<file path="src/logic/axi_fifo_config.svh">
//////////////////////////////
// axi_fifo config
// bus widths and buffer depths
//////////////////////////////
`ifndef AXI_FIFO_CONFIG_SVH
`define AXI_FIFO_CONFIG_SVH

`define AXI_ADDR_WIDTH 32
`define AXI_DATA_WIDTH 32
`define AXI_STRB_WIDTH (`AXI_DATA_WIDTH / 8)
`define AXI_ID_WIDTH 4

// intake and tracking depths
`define AX_FIFO_DEPTH 2
`define ID_FIFO_DEPTH 2
`define DATA_FIFO_DEPTH 2

`endif

</file>
<file path="src/logic/axi_fifo_pkg.sv">
//////////////////////////////
// axi_fifo_pkg
// shared types of the AXI to fifo bridge
//////////////////////////////
`include "axi_fifo_config.svh"

package axi_fifo_pkg;

  // one AW or AR beat
  typedef struct packed {
    logic [`AXI_ADDR_WIDTH-1:0] addr;
    logic [`AXI_ID_WIDTH-1:0]   id;
    logic [7:0]                 len;
    logic [2:0]                 size;
    logic [1:0]                 burst;
  } ax_req_t;

  // one transfer out of a burst pump
  typedef struct packed {
    logic [`AXI_ADDR_WIDTH-1:0] addr;
    logic [2:0]                 size;
    logic                       last;
  } pump_beat_t;

  typedef struct packed {
    logic [`AXI_DATA_WIDTH-1:0] data;
    logic [`AXI_STRB_WIDTH-1:0] strb;
  } wbeat_t;

  // word on the fifo output port
  typedef struct packed {
    logic [`AXI_ADDR_WIDTH-1:0] addr;
    logic [`AXI_DATA_WIDTH-1:0] data;
    logic [`AXI_STRB_WIDTH-1:0] wmask;
    logic [2:0]                 size;
    logic                       w;
  } fifo_req_t;

  // wrap is not supported, only named for checking
  typedef enum logic [1:0] {
    burst_fixed = 2'd0,
    burst_incr  = 2'd1,
    burst_wrap  = 2'd2
  } burst_e;

  localparam logic [1:0] resp_okay = 2'b00;

  typedef enum logic [1:0] {
    state_ready,
    state_write,
    state_read
  } issue_state_e;

endpackage

</file>
<file path="src/logic/small_fifo.sv">
//////////////////////////////
// small_fifo
// circular buffer with registered ready
//////////////////////////////
`timescale 1ns/1ps

module small_fifo #(
  parameter int width_p = 8,
  parameter int els_p = 2
) (
  input  logic               clk_i,
  input  logic               reset_i,
  input  logic               v_i,
  input  logic [width_p-1:0] data_i,
  output logic               ready_o,
  output logic               v_o,
  output logic [width_p-1:0] data_o,
  input  logic               yumi_i
);

  localparam int ptr_w_lp = (els_p > 1) ? $clog2(els_p) : 1;

  logic [width_p-1:0]  mem_r [els_p];
  logic [ptr_w_lp-1:0] rptr_r, wptr_r;
  logic [ptr_w_lp-1:0] rptr_n, wptr_n;
  logic                full_r;

  // pointers wrap at els_p
  assign wptr_n = (wptr_r == ptr_w_lp'(els_p - 1)) ? '0 : wptr_r + 1'b1;
  assign rptr_n = (rptr_r == ptr_w_lp'(els_p - 1)) ? '0 : rptr_r + 1'b1;

  assign ready_o = ~full_r;
  assign v_o = full_r | (rptr_r != wptr_r);
  assign data_o = mem_r[rptr_r];

  always_ff @(posedge clk_i) begin
    if (reset_i) begin
      rptr_r <= '0;
      wptr_r <= '0;
      full_r <= 1'b0;
    end else begin
      if (v_i) begin
        wptr_r <= wptr_n;
      end
      if (yumi_i) begin
        rptr_r <= rptr_n;
      end
      // full only after a lone enqueue catches the read pointer
      if (v_i != yumi_i) begin
        full_r <= v_i & (wptr_n == rptr_r);
      end
    end
  end

  always_ff @(posedge clk_i) begin
    if (v_i) begin
      mem_r[wptr_r] <= data_i;
    end
  end

  // producer and consumer must respect the handshake
  assert property (@(posedge clk_i) disable iff (reset_i) v_i |-> ready_o)
    else $error("small_fifo: enqueue while full");
  assert property (@(posedge clk_i) disable iff (reset_i) yumi_i |-> v_o)
    else $error("small_fifo: dequeue while empty");

endmodule

</file>
<file path="src/logic/burst_pump.sv">
//////////////////////////////
// burst_pump
// walks an AXI burst one transfer at a time
//////////////////////////////
`timescale 1ns/1ps
`include "axi_fifo_config.svh"

module burst_pump (
  input  logic                     clk_i,
  input  logic                     reset_i,
  input  logic                     v_i,
  input  axi_fifo_pkg::ax_req_t    req_i,
  output logic                     ready_o,
  input  logic                     send_i,
  output logic                     v_o,
  output axi_fifo_pkg::pump_beat_t beat_o
);
  import axi_fifo_pkg::*;

  logic                       busy_r;
  logic                       incr_r;
  logic [7:0]                 cnt_r;
  logic [2:0]                 size_r;
  logic [`AXI_ADDR_WIDTH-1:0] addr_r;
  logic [`AXI_ADDR_WIDTH-1:0] step;
  logic [`AXI_ADDR_WIDTH-1:0] aligned;

  assign ready_o = ~busy_r;
  assign v_o = busy_r;

  // bytes per transfer, and the start address rounded down to it
  assign step = {{(`AXI_ADDR_WIDTH-1){1'b0}}, 1'b1} << size_r;
  assign aligned = addr_r & ~(step - 1'b1);

  assign beat_o.addr = addr_r;
  assign beat_o.size = size_r;
  assign beat_o.last = (cnt_r == 8'd0);

  always_ff @(posedge clk_i) begin
    if (reset_i) begin
      busy_r <= 1'b0;
    end else if (v_i & ready_o) begin
      busy_r <= 1'b1;
    end else if (send_i & beat_o.last) begin
      busy_r <= 1'b0;
    end
  end

  always_ff @(posedge clk_i) begin
    if (v_i & ready_o) begin
      addr_r <= req_i.addr;
      cnt_r <= req_i.len;
      size_r <= req_i.size;
      incr_r <= (req_i.burst == burst_incr);
    end else if (send_i) begin
      cnt_r <= cnt_r - 8'd1;
      // fixed bursts keep the address
      if (incr_r) begin
        addr_r <= aligned + step;
      end
    end
  end

  assert property (@(posedge clk_i) disable iff (reset_i)
                   (v_i & ready_o) |-> (req_i.burst != burst_wrap))
    else $error("burst_pump: WRAP burst not supported");
  assert property (@(posedge clk_i) disable iff (reset_i)
                   (v_i & ready_o) |-> ((1 << req_i.size) <= `AXI_STRB_WIDTH))
    else $error("burst_pump: size wider than the data bus");

endmodule

</file>
<file path="src/logic/write_path.sv">
//////////////////////////////
// write_path
// AW and W intake, write beats and B responses
//////////////////////////////
`timescale 1ns/1ps
`include "axi_fifo_config.svh"

module write_path (
  input  logic                      clk_i,
  input  logic                      reset_i,
  input  logic                      aw_v_i,
  input  axi_fifo_pkg::ax_req_t     aw_req_i,
  output logic                      aw_ready_o,
  input  logic                      w_v_i,
  input  axi_fifo_pkg::wbeat_t      w_beat_i,
  input  logic                      wlast_i,
  output logic                      w_ready_o,
  output logic                      beat_v_o,
  output axi_fifo_pkg::fifo_req_t   req_o,
  output logic                      last_o,
  input  logic                      send_i,
  input  logic                      ack_v_i,
  output logic                      ack_ready_o,
  output logic                      bvalid_o,
  input  logic                      bready_i,
  output logic [`AXI_ID_WIDTH-1:0]  bid_o,
  output logic [1:0]                bresp_o
);
  import axi_fifo_pkg::*;

  ax_req_t                  aw_head;
  logic                     aw_v, aw_take;
  logic                     pump_ready, pump_v;
  pump_beat_t               pump_beat;
  logic                     id_ready, id_v, id_match;
  logic [`AXI_ID_WIDTH-1:0] id_head;
  wbeat_t                   wd_head;
  logic                     wd_ready, wd_v;
  logic                     wl_ready, wl_v, wl_head, wl_yumi;
  logic                     ack_v, b_fifos_v;

  small_fifo #(.width_p($bits(ax_req_t)), .els_p(`AX_FIFO_DEPTH)) aw_fifo (
    .clk_i, .reset_i,
    .v_i(aw_v_i & aw_ready_o), .data_i(aw_req_i), .ready_o(aw_ready_o),
    .v_o(aw_v), .data_o(aw_head), .yumi_i(aw_take)
  );

  // a new burst waits until older bursts of another ID are answered
  assign id_match = ~id_v | (id_head == aw_head.id);
  assign aw_take = aw_v & pump_ready & id_ready & id_match;

  small_fifo #(.width_p(`AXI_ID_WIDTH), .els_p(`ID_FIFO_DEPTH)) id_fifo (
    .clk_i, .reset_i,
    .v_i(aw_take), .data_i(aw_head.id), .ready_o(id_ready),
    .v_o(id_v), .data_o(id_head), .yumi_i(bvalid_o & bready_i)
  );

  burst_pump aw_pump (
    .clk_i, .reset_i,
    .v_i(aw_take), .req_i(aw_head), .ready_o(pump_ready),
    .send_i, .v_o(pump_v), .beat_o(pump_beat)
  );

  // W data and its last flag enter together
  assign w_ready_o = wd_ready & wl_ready;

  small_fifo #(.width_p($bits(wbeat_t)), .els_p(`DATA_FIFO_DEPTH)) wdata_fifo (
    .clk_i, .reset_i,
    .v_i(w_v_i & w_ready_o), .data_i(w_beat_i), .ready_o(wd_ready),
    .v_o(wd_v), .data_o(wd_head), .yumi_i(send_i)
  );

  small_fifo #(.width_p(1), .els_p(`DATA_FIFO_DEPTH)) wlast_fifo (
    .clk_i, .reset_i,
    .v_i(w_v_i & w_ready_o), .data_i(wlast_i), .ready_o(wl_ready),
    .v_o(wl_v), .data_o(wl_head), .yumi_i(wl_yumi)
  );

  assign beat_v_o = pump_v & wd_v;
  assign last_o = pump_beat.last;
  assign req_o = '{addr: pump_beat.addr, data: wd_head.data, wmask: wd_head.strb,
                   size: pump_beat.size, w: 1'b1};

  // acks carry no payload, only their count matters
  small_fifo #(.width_p(1), .els_p(`DATA_FIFO_DEPTH)) ack_fifo (
    .clk_i, .reset_i,
    .v_i(ack_v_i), .data_i(1'b1), .ready_o(ack_ready_o),
    .v_o(ack_v), .data_o(), .yumi_i(wl_yumi)
  );

  // one B per burst, raised on the ack paired with wlast
  assign b_fifos_v = ack_v & wl_v & id_v;
  assign bvalid_o = b_fifos_v & wl_head;
  assign bid_o = id_head;
  assign bresp_o = resp_okay;

  // acks of inner beats are dropped
  assign wl_yumi = (bvalid_o & bready_i) | (b_fifos_v & ~wl_head);

endmodule

</file>
<file path="src/logic/read_path.sv">
//////////////////////////////
// read_path
// AR intake, read beats and R responses
//////////////////////////////
`timescale 1ns/1ps
`include "axi_fifo_config.svh"

module read_path (
  input  logic                       clk_i,
  input  logic                       reset_i,
  input  logic                       ar_v_i,
  input  axi_fifo_pkg::ax_req_t      ar_req_i,
  output logic                       ar_ready_o,
  output logic                       beat_v_o,
  output axi_fifo_pkg::fifo_req_t    req_o,
  output logic                       last_o,
  input  logic                       send_i,
  input  logic                       data_v_i,
  input  logic [`AXI_DATA_WIDTH-1:0] data_i,
  output logic                       data_ready_o,
  output logic                       rvalid_o,
  input  logic                       rready_i,
  output logic [`AXI_DATA_WIDTH-1:0] rdata_o,
  output logic [`AXI_ID_WIDTH-1:0]   rid_o,
  output logic                       rlast_o,
  output logic [1:0]                 rresp_o
);
  import axi_fifo_pkg::*;

  ax_req_t                  ar_head;
  logic                     ar_v, ar_take;
  logic                     pump_ready, pump_v, pump_send;
  pump_beat_t               pump_beat;
  logic                     id_ready, id_v, id_match;
  logic [`AXI_ID_WIDTH-1:0] id_head;
  pump_beat_t               rq_head;
  logic                     rq_ready;
  logic                     rl_ready, rl_v;
  logic                     rd_v;
  logic                     rsend;

  small_fifo #(.width_p($bits(ax_req_t)), .els_p(`AX_FIFO_DEPTH)) ar_fifo (
    .clk_i, .reset_i,
    .v_i(ar_v_i & ar_ready_o), .data_i(ar_req_i), .ready_o(ar_ready_o),
    .v_o(ar_v), .data_o(ar_head), .yumi_i(ar_take)
  );

  // same ID rule as the write side
  assign id_match = ~id_v | (id_head == ar_head.id);
  assign ar_take = ar_v & pump_ready & id_ready & id_match;

  small_fifo #(.width_p(`AXI_ID_WIDTH), .els_p(`ID_FIFO_DEPTH)) id_fifo (
    .clk_i, .reset_i,
    .v_i(ar_take), .data_i(ar_head.id), .ready_o(id_ready),
    .v_o(id_v), .data_o(id_head), .yumi_i(rsend & rlast_o)
  );

  burst_pump ar_pump (
    .clk_i, .reset_i,
    .v_i(ar_take), .req_i(ar_head), .ready_o(pump_ready),
    .send_i(pump_send), .v_o(pump_v), .beat_o(pump_beat)
  );

  // request and rlast fifos are filled in lockstep
  assign pump_send = pump_v & rq_ready & rl_ready;

  small_fifo #(.width_p($bits(pump_beat_t)), .els_p(`DATA_FIFO_DEPTH)) req_fifo (
    .clk_i, .reset_i,
    .v_i(pump_send), .data_i(pump_beat), .ready_o(rq_ready),
    .v_o(beat_v_o), .data_o(rq_head), .yumi_i(send_i)
  );

  small_fifo #(.width_p(1), .els_p(`DATA_FIFO_DEPTH)) rlast_fifo (
    .clk_i, .reset_i,
    .v_i(pump_send), .data_i(pump_beat.last), .ready_o(rl_ready),
    .v_o(rl_v), .data_o(rlast_o), .yumi_i(rsend)
  );

  assign last_o = rq_head.last;
  assign req_o = '{addr: rq_head.addr, data: '0, wmask: '0,
                   size: rq_head.size, w: 1'b0};

  small_fifo #(.width_p(`AXI_DATA_WIDTH), .els_p(`DATA_FIFO_DEPTH)) rdata_fifo (
    .clk_i, .reset_i,
    .v_i(data_v_i), .data_i(data_i), .ready_o(data_ready_o),
    .v_o(rd_v), .data_o(rdata_o), .yumi_i(rsend)
  );

  // one R beat per returned word
  assign rvalid_o = rd_v & rl_v & id_v;
  assign rsend = rvalid_o & rready_i;
  assign rid_o = id_head;
  assign rresp_o = resp_okay;

endmodule

</file>
<file path="src/logic/issue_arbiter.sv">
//////////////////////////////
// issue_arbiter
// serializes read and write beats, bursts kept whole
//////////////////////////////
`timescale 1ns/1ps

module issue_arbiter (
  input  logic                    clk_i,
  input  logic                    reset_i,
  input  logic                    wr_v_i,
  input  axi_fifo_pkg::fifo_req_t wr_req_i,
  input  logic                    wr_last_i,
  input  logic                    rd_v_i,
  input  axi_fifo_pkg::fifo_req_t rd_req_i,
  input  logic                    rd_last_i,
  output logic                    v_o,
  output axi_fifo_pkg::fifo_req_t req_o,
  input  logic                    yumi_i,
  output logic                    wr_send_o,
  output logic                    rd_send_o
);
  import axi_fifo_pkg::*;

  issue_state_e state_r, state_n;
  logic         pick_rd;

  // reads win when idle
  always_comb begin
    pick_rd = 1'b0;
    v_o = 1'b0;
    case (state_r)
      state_ready: begin
        pick_rd = rd_v_i;
        v_o = rd_v_i | wr_v_i;
      end
      state_write: begin
        v_o = wr_v_i;
      end
      state_read: begin
        pick_rd = 1'b1;
        v_o = rd_v_i;
      end
      default: begin
      end
    endcase
  end

  assign req_o = pick_rd ? rd_req_i : wr_req_i;
  assign rd_send_o = yumi_i & pick_rd;
  assign wr_send_o = yumi_i & ~pick_rd;

  // an offered beat not yet taken also locks the choice,
  // so the output word holds under back-pressure
  always_comb begin
    state_n = state_r;
    case (state_r)
      state_ready: begin
        if (v_o & pick_rd & ~(rd_send_o & rd_last_i)) begin
          state_n = state_read;
        end else if (v_o & ~pick_rd & ~(wr_send_o & wr_last_i)) begin
          state_n = state_write;
        end
      end
      state_write: begin
        if (wr_send_o & wr_last_i) begin
          state_n = state_ready;
        end
      end
      state_read: begin
        if (rd_send_o & rd_last_i) begin
          state_n = state_ready;
        end
      end
      default: begin
        state_n = state_ready;
      end
    endcase
  end

  always_ff @(posedge clk_i) begin
    if (reset_i) begin
      state_r <= state_ready;
    end else begin
      state_r <= state_n;
    end
  end

  // client may only take a word that is offered
  assert property (@(posedge clk_i) disable iff (reset_i) yumi_i |-> v_o)
    else $error("issue_arbiter: yumi without a valid word");
  // word must not change while the client stalls
  assert property (@(posedge clk_i) disable iff (reset_i)
                   (v_o & ~yumi_i) |=> (v_o && $stable(req_o)))
    else $error("issue_arbiter: output word changed under back-pressure");

endmodule

</file>
<file path="src/logic/axi_to_fifo.sv">
//////////////////////////////
// axi_to_fifo
// AXI4 subordinate to in-order fifo bridge
//////////////////////////////
`timescale 1ns/1ps
`include "axi_fifo_config.svh"

module axi_to_fifo (
  input  logic                       clk_i,
  input  logic                       reset_i,
  // AXI subordinate
  input  logic                       s_axi_awvalid_i,
  input  axi_fifo_pkg::ax_req_t      s_axi_aw_req_i,
  output logic                       s_axi_awready_o,
  input  logic                       s_axi_wvalid_i,
  input  axi_fifo_pkg::wbeat_t       s_axi_wbeat_i,
  input  logic                       s_axi_wlast_i,
  output logic                       s_axi_wready_o,
  output logic                       s_axi_bvalid_o,
  input  logic                       s_axi_bready_i,
  output logic [`AXI_ID_WIDTH-1:0]   s_axi_bid_o,
  output logic [1:0]                 s_axi_bresp_o,
  input  logic                       s_axi_arvalid_i,
  input  axi_fifo_pkg::ax_req_t      s_axi_ar_req_i,
  output logic                       s_axi_arready_o,
  output logic                       s_axi_rvalid_o,
  input  logic                       s_axi_rready_i,
  output logic [`AXI_DATA_WIDTH-1:0] s_axi_rdata_o,
  output logic [`AXI_ID_WIDTH-1:0]   s_axi_rid_o,
  output logic                       s_axi_rlast_o,
  output logic [1:0]                 s_axi_rresp_o,
  // fifo client
  output axi_fifo_pkg::fifo_req_t    fifo_req_o,
  output logic                       v_o,
  input  logic                       yumi_i,
  input  logic [`AXI_DATA_WIDTH-1:0] data_i,
  input  logic                       v_i,
  input  logic                       w_i,
  output logic                       ready_and_o
);
  import axi_fifo_pkg::*;

  fifo_req_t wr_req, rd_req;
  logic      wr_beat_v, wr_last, wr_send, wr_ack_v, wr_ack_ready;
  logic      rd_beat_v, rd_last, rd_send, rd_data_v, rd_data_ready;

  // a response is taken only when both paths can hold it
  assign ready_and_o = wr_ack_ready & rd_data_ready;
  assign wr_ack_v = v_i & w_i & ready_and_o;
  assign rd_data_v = v_i & ~w_i & ready_and_o;

  write_path wr_path (
    .clk_i, .reset_i,
    .aw_v_i(s_axi_awvalid_i), .aw_req_i(s_axi_aw_req_i), .aw_ready_o(s_axi_awready_o),
    .w_v_i(s_axi_wvalid_i), .w_beat_i(s_axi_wbeat_i), .wlast_i(s_axi_wlast_i),
    .w_ready_o(s_axi_wready_o),
    .beat_v_o(wr_beat_v), .req_o(wr_req), .last_o(wr_last), .send_i(wr_send),
    .ack_v_i(wr_ack_v), .ack_ready_o(wr_ack_ready),
    .bvalid_o(s_axi_bvalid_o), .bready_i(s_axi_bready_i),
    .bid_o(s_axi_bid_o), .bresp_o(s_axi_bresp_o)
  );

  read_path rd_path (
    .clk_i, .reset_i,
    .ar_v_i(s_axi_arvalid_i), .ar_req_i(s_axi_ar_req_i), .ar_ready_o(s_axi_arready_o),
    .beat_v_o(rd_beat_v), .req_o(rd_req), .last_o(rd_last), .send_i(rd_send),
    .data_v_i(rd_data_v), .data_i(data_i), .data_ready_o(rd_data_ready),
    .rvalid_o(s_axi_rvalid_o), .rready_i(s_axi_rready_i), .rdata_o(s_axi_rdata_o),
    .rid_o(s_axi_rid_o), .rlast_o(s_axi_rlast_o), .rresp_o(s_axi_rresp_o)
  );

  issue_arbiter arb (
    .clk_i, .reset_i,
    .wr_v_i(wr_beat_v), .wr_req_i(wr_req), .wr_last_i(wr_last),
    .rd_v_i(rd_beat_v), .rd_req_i(rd_req), .rd_last_i(rd_last),
    .v_o(v_o), .req_o(fifo_req_o), .yumi_i(yumi_i),
    .wr_send_o(wr_send), .rd_send_o(rd_send)
  );

endmodule

</file>
<file path="config.mk">
export PLATFORM = sky130hd
export DESIGN_NAME = axi_to_fifo
export DESIGN_NICKNAME = d
export VERILOG_FILES = /design/src/logic/axi_fifo_pkg.sv /design/src/logic/small_fifo.sv /design/src/logic/burst_pump.sv /design/src/logic/write_path.sv /design/src/logic/read_path.sv /design/src/logic/issue_arbiter.sv /design/src/logic/axi_to_fifo.sv
export VERILOG_INCLUDE_DIRS = /design/src /design/src/logic
export SDC_FILE = /design/constraint.sdc
export NUM_CORES = 1
export LEC_CHECK = 0
export BUFFER_PORTS_ARGS = -buffer_cell sky130_fd_sc_hd__buf_4
export CAP_MARGIN = 20
export CORE_MARGIN = 2
export CORE_UTILIZATION = 40
export CTS_CLUSTER_SIZE = 12
export DETAILED_ROUTE_END_ITERATION = 10
export GPL_TIMING_DRIVEN = 0
export PLACE_DENSITY = 0.55
export SETUP_SLACK_MARGIN = 0.5
export SKIP_CTS_REPAIR_TIMING = 1
export SYNTH_ARGS = -nofsm -noshare
export SYNTH_HDL_FRONTEND = slang
export SYNTH_SLANG_ARGS = --single-unit
</file>
<file path="constraint.sdc">
create_clock -name clk_i -period 6.57 [get_ports clk_i]
set_clock_uncertainty 0.15 [all_clocks]
set_input_delay 1.314 -clock clk_i [delete_from_list [all_inputs] [get_ports clk_i]]
set_output_delay 1.314 -clock clk_i [all_outputs]
set_load 0.02 [all_outputs]
</file>
### After elaboration in Yosys (flattened, before gate mapping)

Memories as Yosys holds them, arrays and structs flattened. A register that Yosys moved wholly into a read port is not among the register bits.
Index checks and enable logic that the tools add are counted.
Widths: inputs -> output; s select.

| word-level totals | value |
|---|---|
| flip-flop bits (word level) | 122 |
| bits in writable memories | 424 |
| bits of input ports | 177 |
| word-level logic and storage cells | 288 |
| memories kept | 9 |

| cells by class | value |
|---|---|
| add/subtract/negate cells | 26 |
| equality and inequality tests | 39 |
| shifts and indexed selects | 2 |
| multiplexer cells | 74 |
| bitwise logic cells | 85 |
| reductions and logical operators | 12 |

Memories:

| name | words | width | rd ports | clocked after memory_dff | wr ports | RTL line | text |
|---|---|---|---|---|---|---|---|
| rd_path.ar_fifo.mem_r | 2 | 49 | 1 | 1 | 1 | small_fifo.sv:23 | `logic [width_p-1:0] mem_r [els_p];` |
| wr_path.aw_fifo.mem_r | 2 | 49 | 1 | 1 | 1 | small_fifo.sv:23 |  |
| rd_path.req_fifo.mem_r | 2 | 36 | 1 | 1 | 1 | small_fifo.sv:23 |  |
| wr_path.wdata_fifo.mem_r | 2 | 36 | 1 | 1 | 1 | small_fifo.sv:23 |  |
| rd_path.rdata_fifo.mem_r | 2 | 32 | 1 | 1 | 1 | small_fifo.sv:23 |  |
| rd_path.id_fifo.mem_r | 2 | 4 | 1 | 1 | 1 | small_fifo.sv:23 |  |
| +3 memories | n/a | n/a | n/a | n/a | n/a | n/a |  |

Operator list:

| operator | number |
|---|---|
| $mux 32 | 6 |
| $mux 72 | 1 |
| $add 32x32->32 | 2 |
| $and 32x32->32 | 2 |
| $not 32->32 | 2 |
| $shl 1x3->32 const A | 2 |
| $sub 32x1->32 const B | 2 |
| $mux 1 | 56 |
| $and 1x1->1 | 48 |
| $mux 8 | 4 |
| $add 1x1->1 const B | 20 |
| $ne 1x1->1 | 20 |
| $not 1->1 | 19 |
| $logic_not 8->1 | 2 |
| $sub 8x1->8 const B | 2 |
| $or 1x1->1 | 14 |
| $reduce_bool 2->1 | 6 |
| $eq 1x1->1 | 10 |
| $eq 4x4->1 | 2 |
| $mux 2 | 4 |
| $eq 2x1->1 const B | 3 |
| $pmux 2 s3 | 1 |
| $ne 2x1->1 const B | 2 |
| $reduce_and 2->1 | 2 |
| other kinds (6) | 6 |

### Logic depth before layout (Yosys ltp)

| depth | value |
|---|---|
| depth in word-level cells | 11 |
| gate-level depth with buffers | 14 |
| depth with buffers taken out | 11 |

### Modules after synthesis

A second synthesis with hierarchy kept.

| unflattened totals | value |
|---|---|
| cell total of the unflattened synthesis | 1701 |
| area total of the unflattened synthesis | 25922.4 um^2 |

Modules (own cells, without submodules):

| module | instances | cells each | area each (um^2) | sequential area each (um^2) |
|---|---|---|---|---|
| small_fifo (rd_path.ar_fifo ...) | 2 | 171 | 3754.9 | 3022.9 |
| burst_pump | 2 | 342 | 3306.9 | 1341.3 |
| small_fifo (rd_path.req_fifo ...) | 2 | 131 | 2900.3 | 2242.2 |
| small_fifo (rd_path.rdata_fifo) | 1 | 119 | 2615.0 | 2001.9 |
| issue_arbiter | 1 | 93 | 1179.9 | 40.0 |
| small_fifo (rd_path.id_fifo ...) | 2 | 31 | 462.9 | 320.3 |
| small_fifo (rd_path.rlast_fifo ...) | 3 | 21 | 245.2 | 140.1 |
| read_path | 1 | 52 | 379.1 | 0.0 |
| write_path | 1 | 21 | 136.4 | 0.0 |
| axi_to_fifo | 1 | 3 | 26.3 | 0.0 |

### Worst setup path before layout

OpenSTA, ideal clock, no wires.

| path | value |
|---|---|
| kind | in2reg |
| start | input port s_axi_arvalid_i |
| end | memory rd_path.ar_fifo.mem_r[0][0] in the netlist's numbering, enable pin |
| setup time | 462 ps |
| arrival time | 3729 ps |
| required time | 5958 ps |
| path slack | 2229 ps |
| cell stages on the path | 2 |
| path buffers | 0 |
| path through | nor2b_1 -> nor2b_1 |

| on the way | value |
|---|---|
| longest elaborated chain between the ends | 3 |

RTL lines:

| element | RTL line | text |
|---|---|---|
| start, declared | axi_to_fifo.sv:23 | `input logic s_axi_arvalid_i,` |
| $and 1x1->1 | read_path.sv:44 | `.v_i(ar_v_i & ar_ready_o), .data_i(ar_req_i), .ready_o(ar_ready_o),` |
| $mux 1 | small_fifo.sv:56 | `if (v_i) begin` |
| $mux 1 (not written as such) | small_fifo.sv:57 | `mem_r[wptr_r] <= data_i;` |
| end, declared | small_fifo.sv:23 |  |

Every way passes these cells.

==> flow_summary_export.csv <==
group,metric,value,unit
clock_network,clk_pin_slew_worst_paths,60,ps
power,combPwrFrac,39.0,%
job,max-cap-violations,0,
yosys,synthFlopType,"edfxtp_1",
floorplan,io_pins,301,
yosys,yosys.cell_types.count,74,
clock_network,worstSkewPairLatency,610,ps
placed_design,gp_congestion,0.842,
drt,drc,0,
power,leakage,9.97,nW
finish,final_nets,2209,
critical_path,crit_chain,"clkbuf_1, buf_1, mux2i_1, o21ai_0, buf_4",
floorplan,die_w,246,µm
drt,vias,14400,
yosys,synth.most_common_cell,"edfxtp_1",
power,swShare,38.0,%
global_routing,grt_overflow_total,0,
yosys,syn_area,0.0233,mm²
power,power_switching,5.46,mW
clock_network,clkSinkCount,555,
power,ir_drop,0.000320,V
sta,max_freq,0.220,GHz
yosys,synth_top_area_cell,"edfxtp_1",
drt,viasPerCell,5.10,
global_routing,first_global_vias,14400,
floorplan,num_rows,88,
clock_network,htreeDepth,2,
placed_design,io_buffers,295,
global_routing,antenna_found_initial,2,
critical_path,crit_buf_inv,3,
sta,hold_ws,265,ps
floorplan,die_height,246,µm
yosys,avgSynthCellArea,14.2,µm²
critical_path,crit_fanout,10,
sta,period_share,69.3,%
floorplan,start_util,40.5,%
placed_design,hpwl,40.9,mm
sta,drv_slew,0,
yosys,synth_warnings,0,
yosys,synth-edff-count,512,
sta,finalSetupTns,0,ps
drt,drt_first_pass_iters,5,
clock_network,cts_made_buffers,59,
yosys,async_flop_share,0,%
drt,drtAntennaViolNets,0,
clock_network,cts_root_buf,"clkbuf_16",
clock_network,cts_tree,"done",
yosys,yosys-top-cells-area,"edfxtp_1 (66%), mux2i_1 (3.9%), dfxtp_1 (3.7%), mux2_2 (2.8%), a211oi_1 (2.2%)",
global_routing,grt_first_pass_wirelength,85.1,mm
global_routing,grt_start_max_net_pins,37,
critical_path,worstSetupPathType,"reg2out",
yosys,synth_top_area_share,65.9,%
floorplan,core,0.0577,mm²
yosys,ys_ff_latch,555,
finish,regArea,0.0162,mm²
status,status,"finished, final reports clean",
global_routing,grt_util_all_layers,18.5,%
sta,fin_crit,4550,ps
finish,drive_above_1_share,23.7,%
drt,wl_per_cell,19.9,µm
critical_path,start_kind,"flop",
critical_path,critPathMaxStageDelay,680,ps
hold_path,hp-class,"reg2reg",
clock_network,cts_buffer_depth,3,
finish,nFillCells,5127,
drt,drt_iter0_drc,924,
sta,hold_viol_final,0,
drt,wirelength,56.3,mm
critical_path,slowest_stage,"buf_1",
power,seq_power_share,39.0,%
critical_path,required,5110,ps
critical_path,crit_family,"buffers and inverters",
finish,multi_input_area,0.00667,mm²
power,p_int,8.90,mW
floorplan,die-area,0.0603,mm²
yosys,netlist_instances,1649,
critical_path,critical_path.endpoint_type,"primary output",
power,powerDensity,501,mW/mm²
sta,rsz0062_at_grt,"no",
sta,slew_headroom,30.9,%
power,clock_power_share,21.9,%
finish,area_growth_syn_to_layout,22.7,%
yosys,synth.top_cells.by_count,"edfxtp_1 (512), nor2_1 (108), nand2_1 (95)",
yosys,ys_seq_area_share,69.6,%
sta,worst_pin_slew,1030,ps
sta,setup_viol,0,
critical_path,arrival,3090,ps
## final timing paths
check | slack [ps] | start | end | cells after the start
setup / recovery | 2020 | flop | fifo_req_o[60] | 5
hold / removal | 260 | arb.state_r[1] | arb.state_r[0] | 1
setup reg to reg | 2420 | rd_path.ar_pump.size_r[1] | rd_path.ar_pump.addr_r[8] | 12
hold reg to reg | 260 | arb.state_r[1] | arb.state_r[0] | 1
## area by class of cell
cell class	instances	share of cell area [%]
multi-input cells	978	23.3
clock buffers	83	5.83
diodes	1	0.00874
clock inverters	23	0.559
plain buffers	88	1.32
inverters	31	0.406
flip-flops and latches	555	56.7
well taps	765	3.34
repair buffers	307	8.57
## routing by layer
| layer | up-vias | GRT usage (%) | share of wire (%) |
|---|---|---|---|
| met1 | 7003 | 25.6 | 45 |
| met2 | 322 | 29.8 | 48 |
| met5 | - | 0 | 0.023 |
| met4 | 2 | 5.63 | 2.7 |
| li1 | 7009 | - | - |
| met3 | 98 | 3.09 | 4.8 |
## power groups by stage
stage	Combinational [mW]	Sequential, mW	Clock (mW)
finish	5.61	5.60	3.15
global placement	5.49	5.68	0
global route	6.13	5.70	3.36
CTS	5.68	5.60	3.24
floorplan	3.42	5.48	0
detailed placement	5.67	5.67	0
## placed cells by master (no fill, tap or decap), drive strengths merged, types with 38 or more instances in the layout
master	count
mux2	59
mux2i	91
nor2	108
clkbuf	142
o21ai	84
a211oi	68
xnor2	38
edfxtp	512
nand2	95
buf	336
dfxtp	43
a21oi	53
nor2b	74
xor2	38
## flip-flops by register name, summed over array words and instances (netlist names), 3 cells and up, named ones only
signal and flops:
rd_path.ar_pump.cnt_r 8, rd_path.req_fifo.mem_r 72, wr_path.aw_pump.size_r 3, rd_path.ar_fifo.mem_r 98
rd_path.id_fifo.mem_r 8, wr_path.aw_fifo.mem_r 98, rd_path.ar_pump.addr_r 32, wr_path.wdata_fifo.mem_r 72
wr_path.aw_pump.addr_r 32, rd_path.ar_pump.size_r 3, wr_path.aw_pump.cnt_r 8, wr_path.id_fifo.mem_r 8
rd_path.rdata_fifo.mem_r 64
## worst reg2reg max path, cell delays in order (launching register included)
cell and delay, ps:
edfxtp_1 470, clkbuf_1 360, clkbuf_1 350, and3_1 250, inv_1 50, ha_1 280, and2_1 140, ha_1 320
and3_1 160, a311oi_1 620, clkbuf_1 420, xor2_1 220, a21oi_1 90
## cell families after synthesis
family | count (synthesis) | share of synthesized area [%]
xor gates and xnor gates | 76 | 2.85
other | 1 | 0.0161
DFF | 555 | 69.6
muxes | 150 | 6.77
and+or+nand+nor | 438 | 9.76
adders and majority gates | 12 | 0.643
AOI/OAI and AO/OA | 298 | 8.28
buffers and inverters | 119 | 2.12
## through the flow
stage / cell area, µm² / utilization [%] / setup WS (ps) / power, mW / cells
floorplan: 23400 / - / 2230 / 8.91 / 1652
global placement: 26500 / 46.0 / 488 / 11.2 / 2712
detailed placement: 26800 / 46.5 / 2420 / 11.3 / 2723
CTS: 28600 / 49.6 / 1950 / 14.5 / 2829
global route: 28600 / 49.6 / 1760 / 15.2 / 2831
finish: 28600 / 49.6 / 2020 / 14.4 / 2831
(Power assumes the default switching activity.)
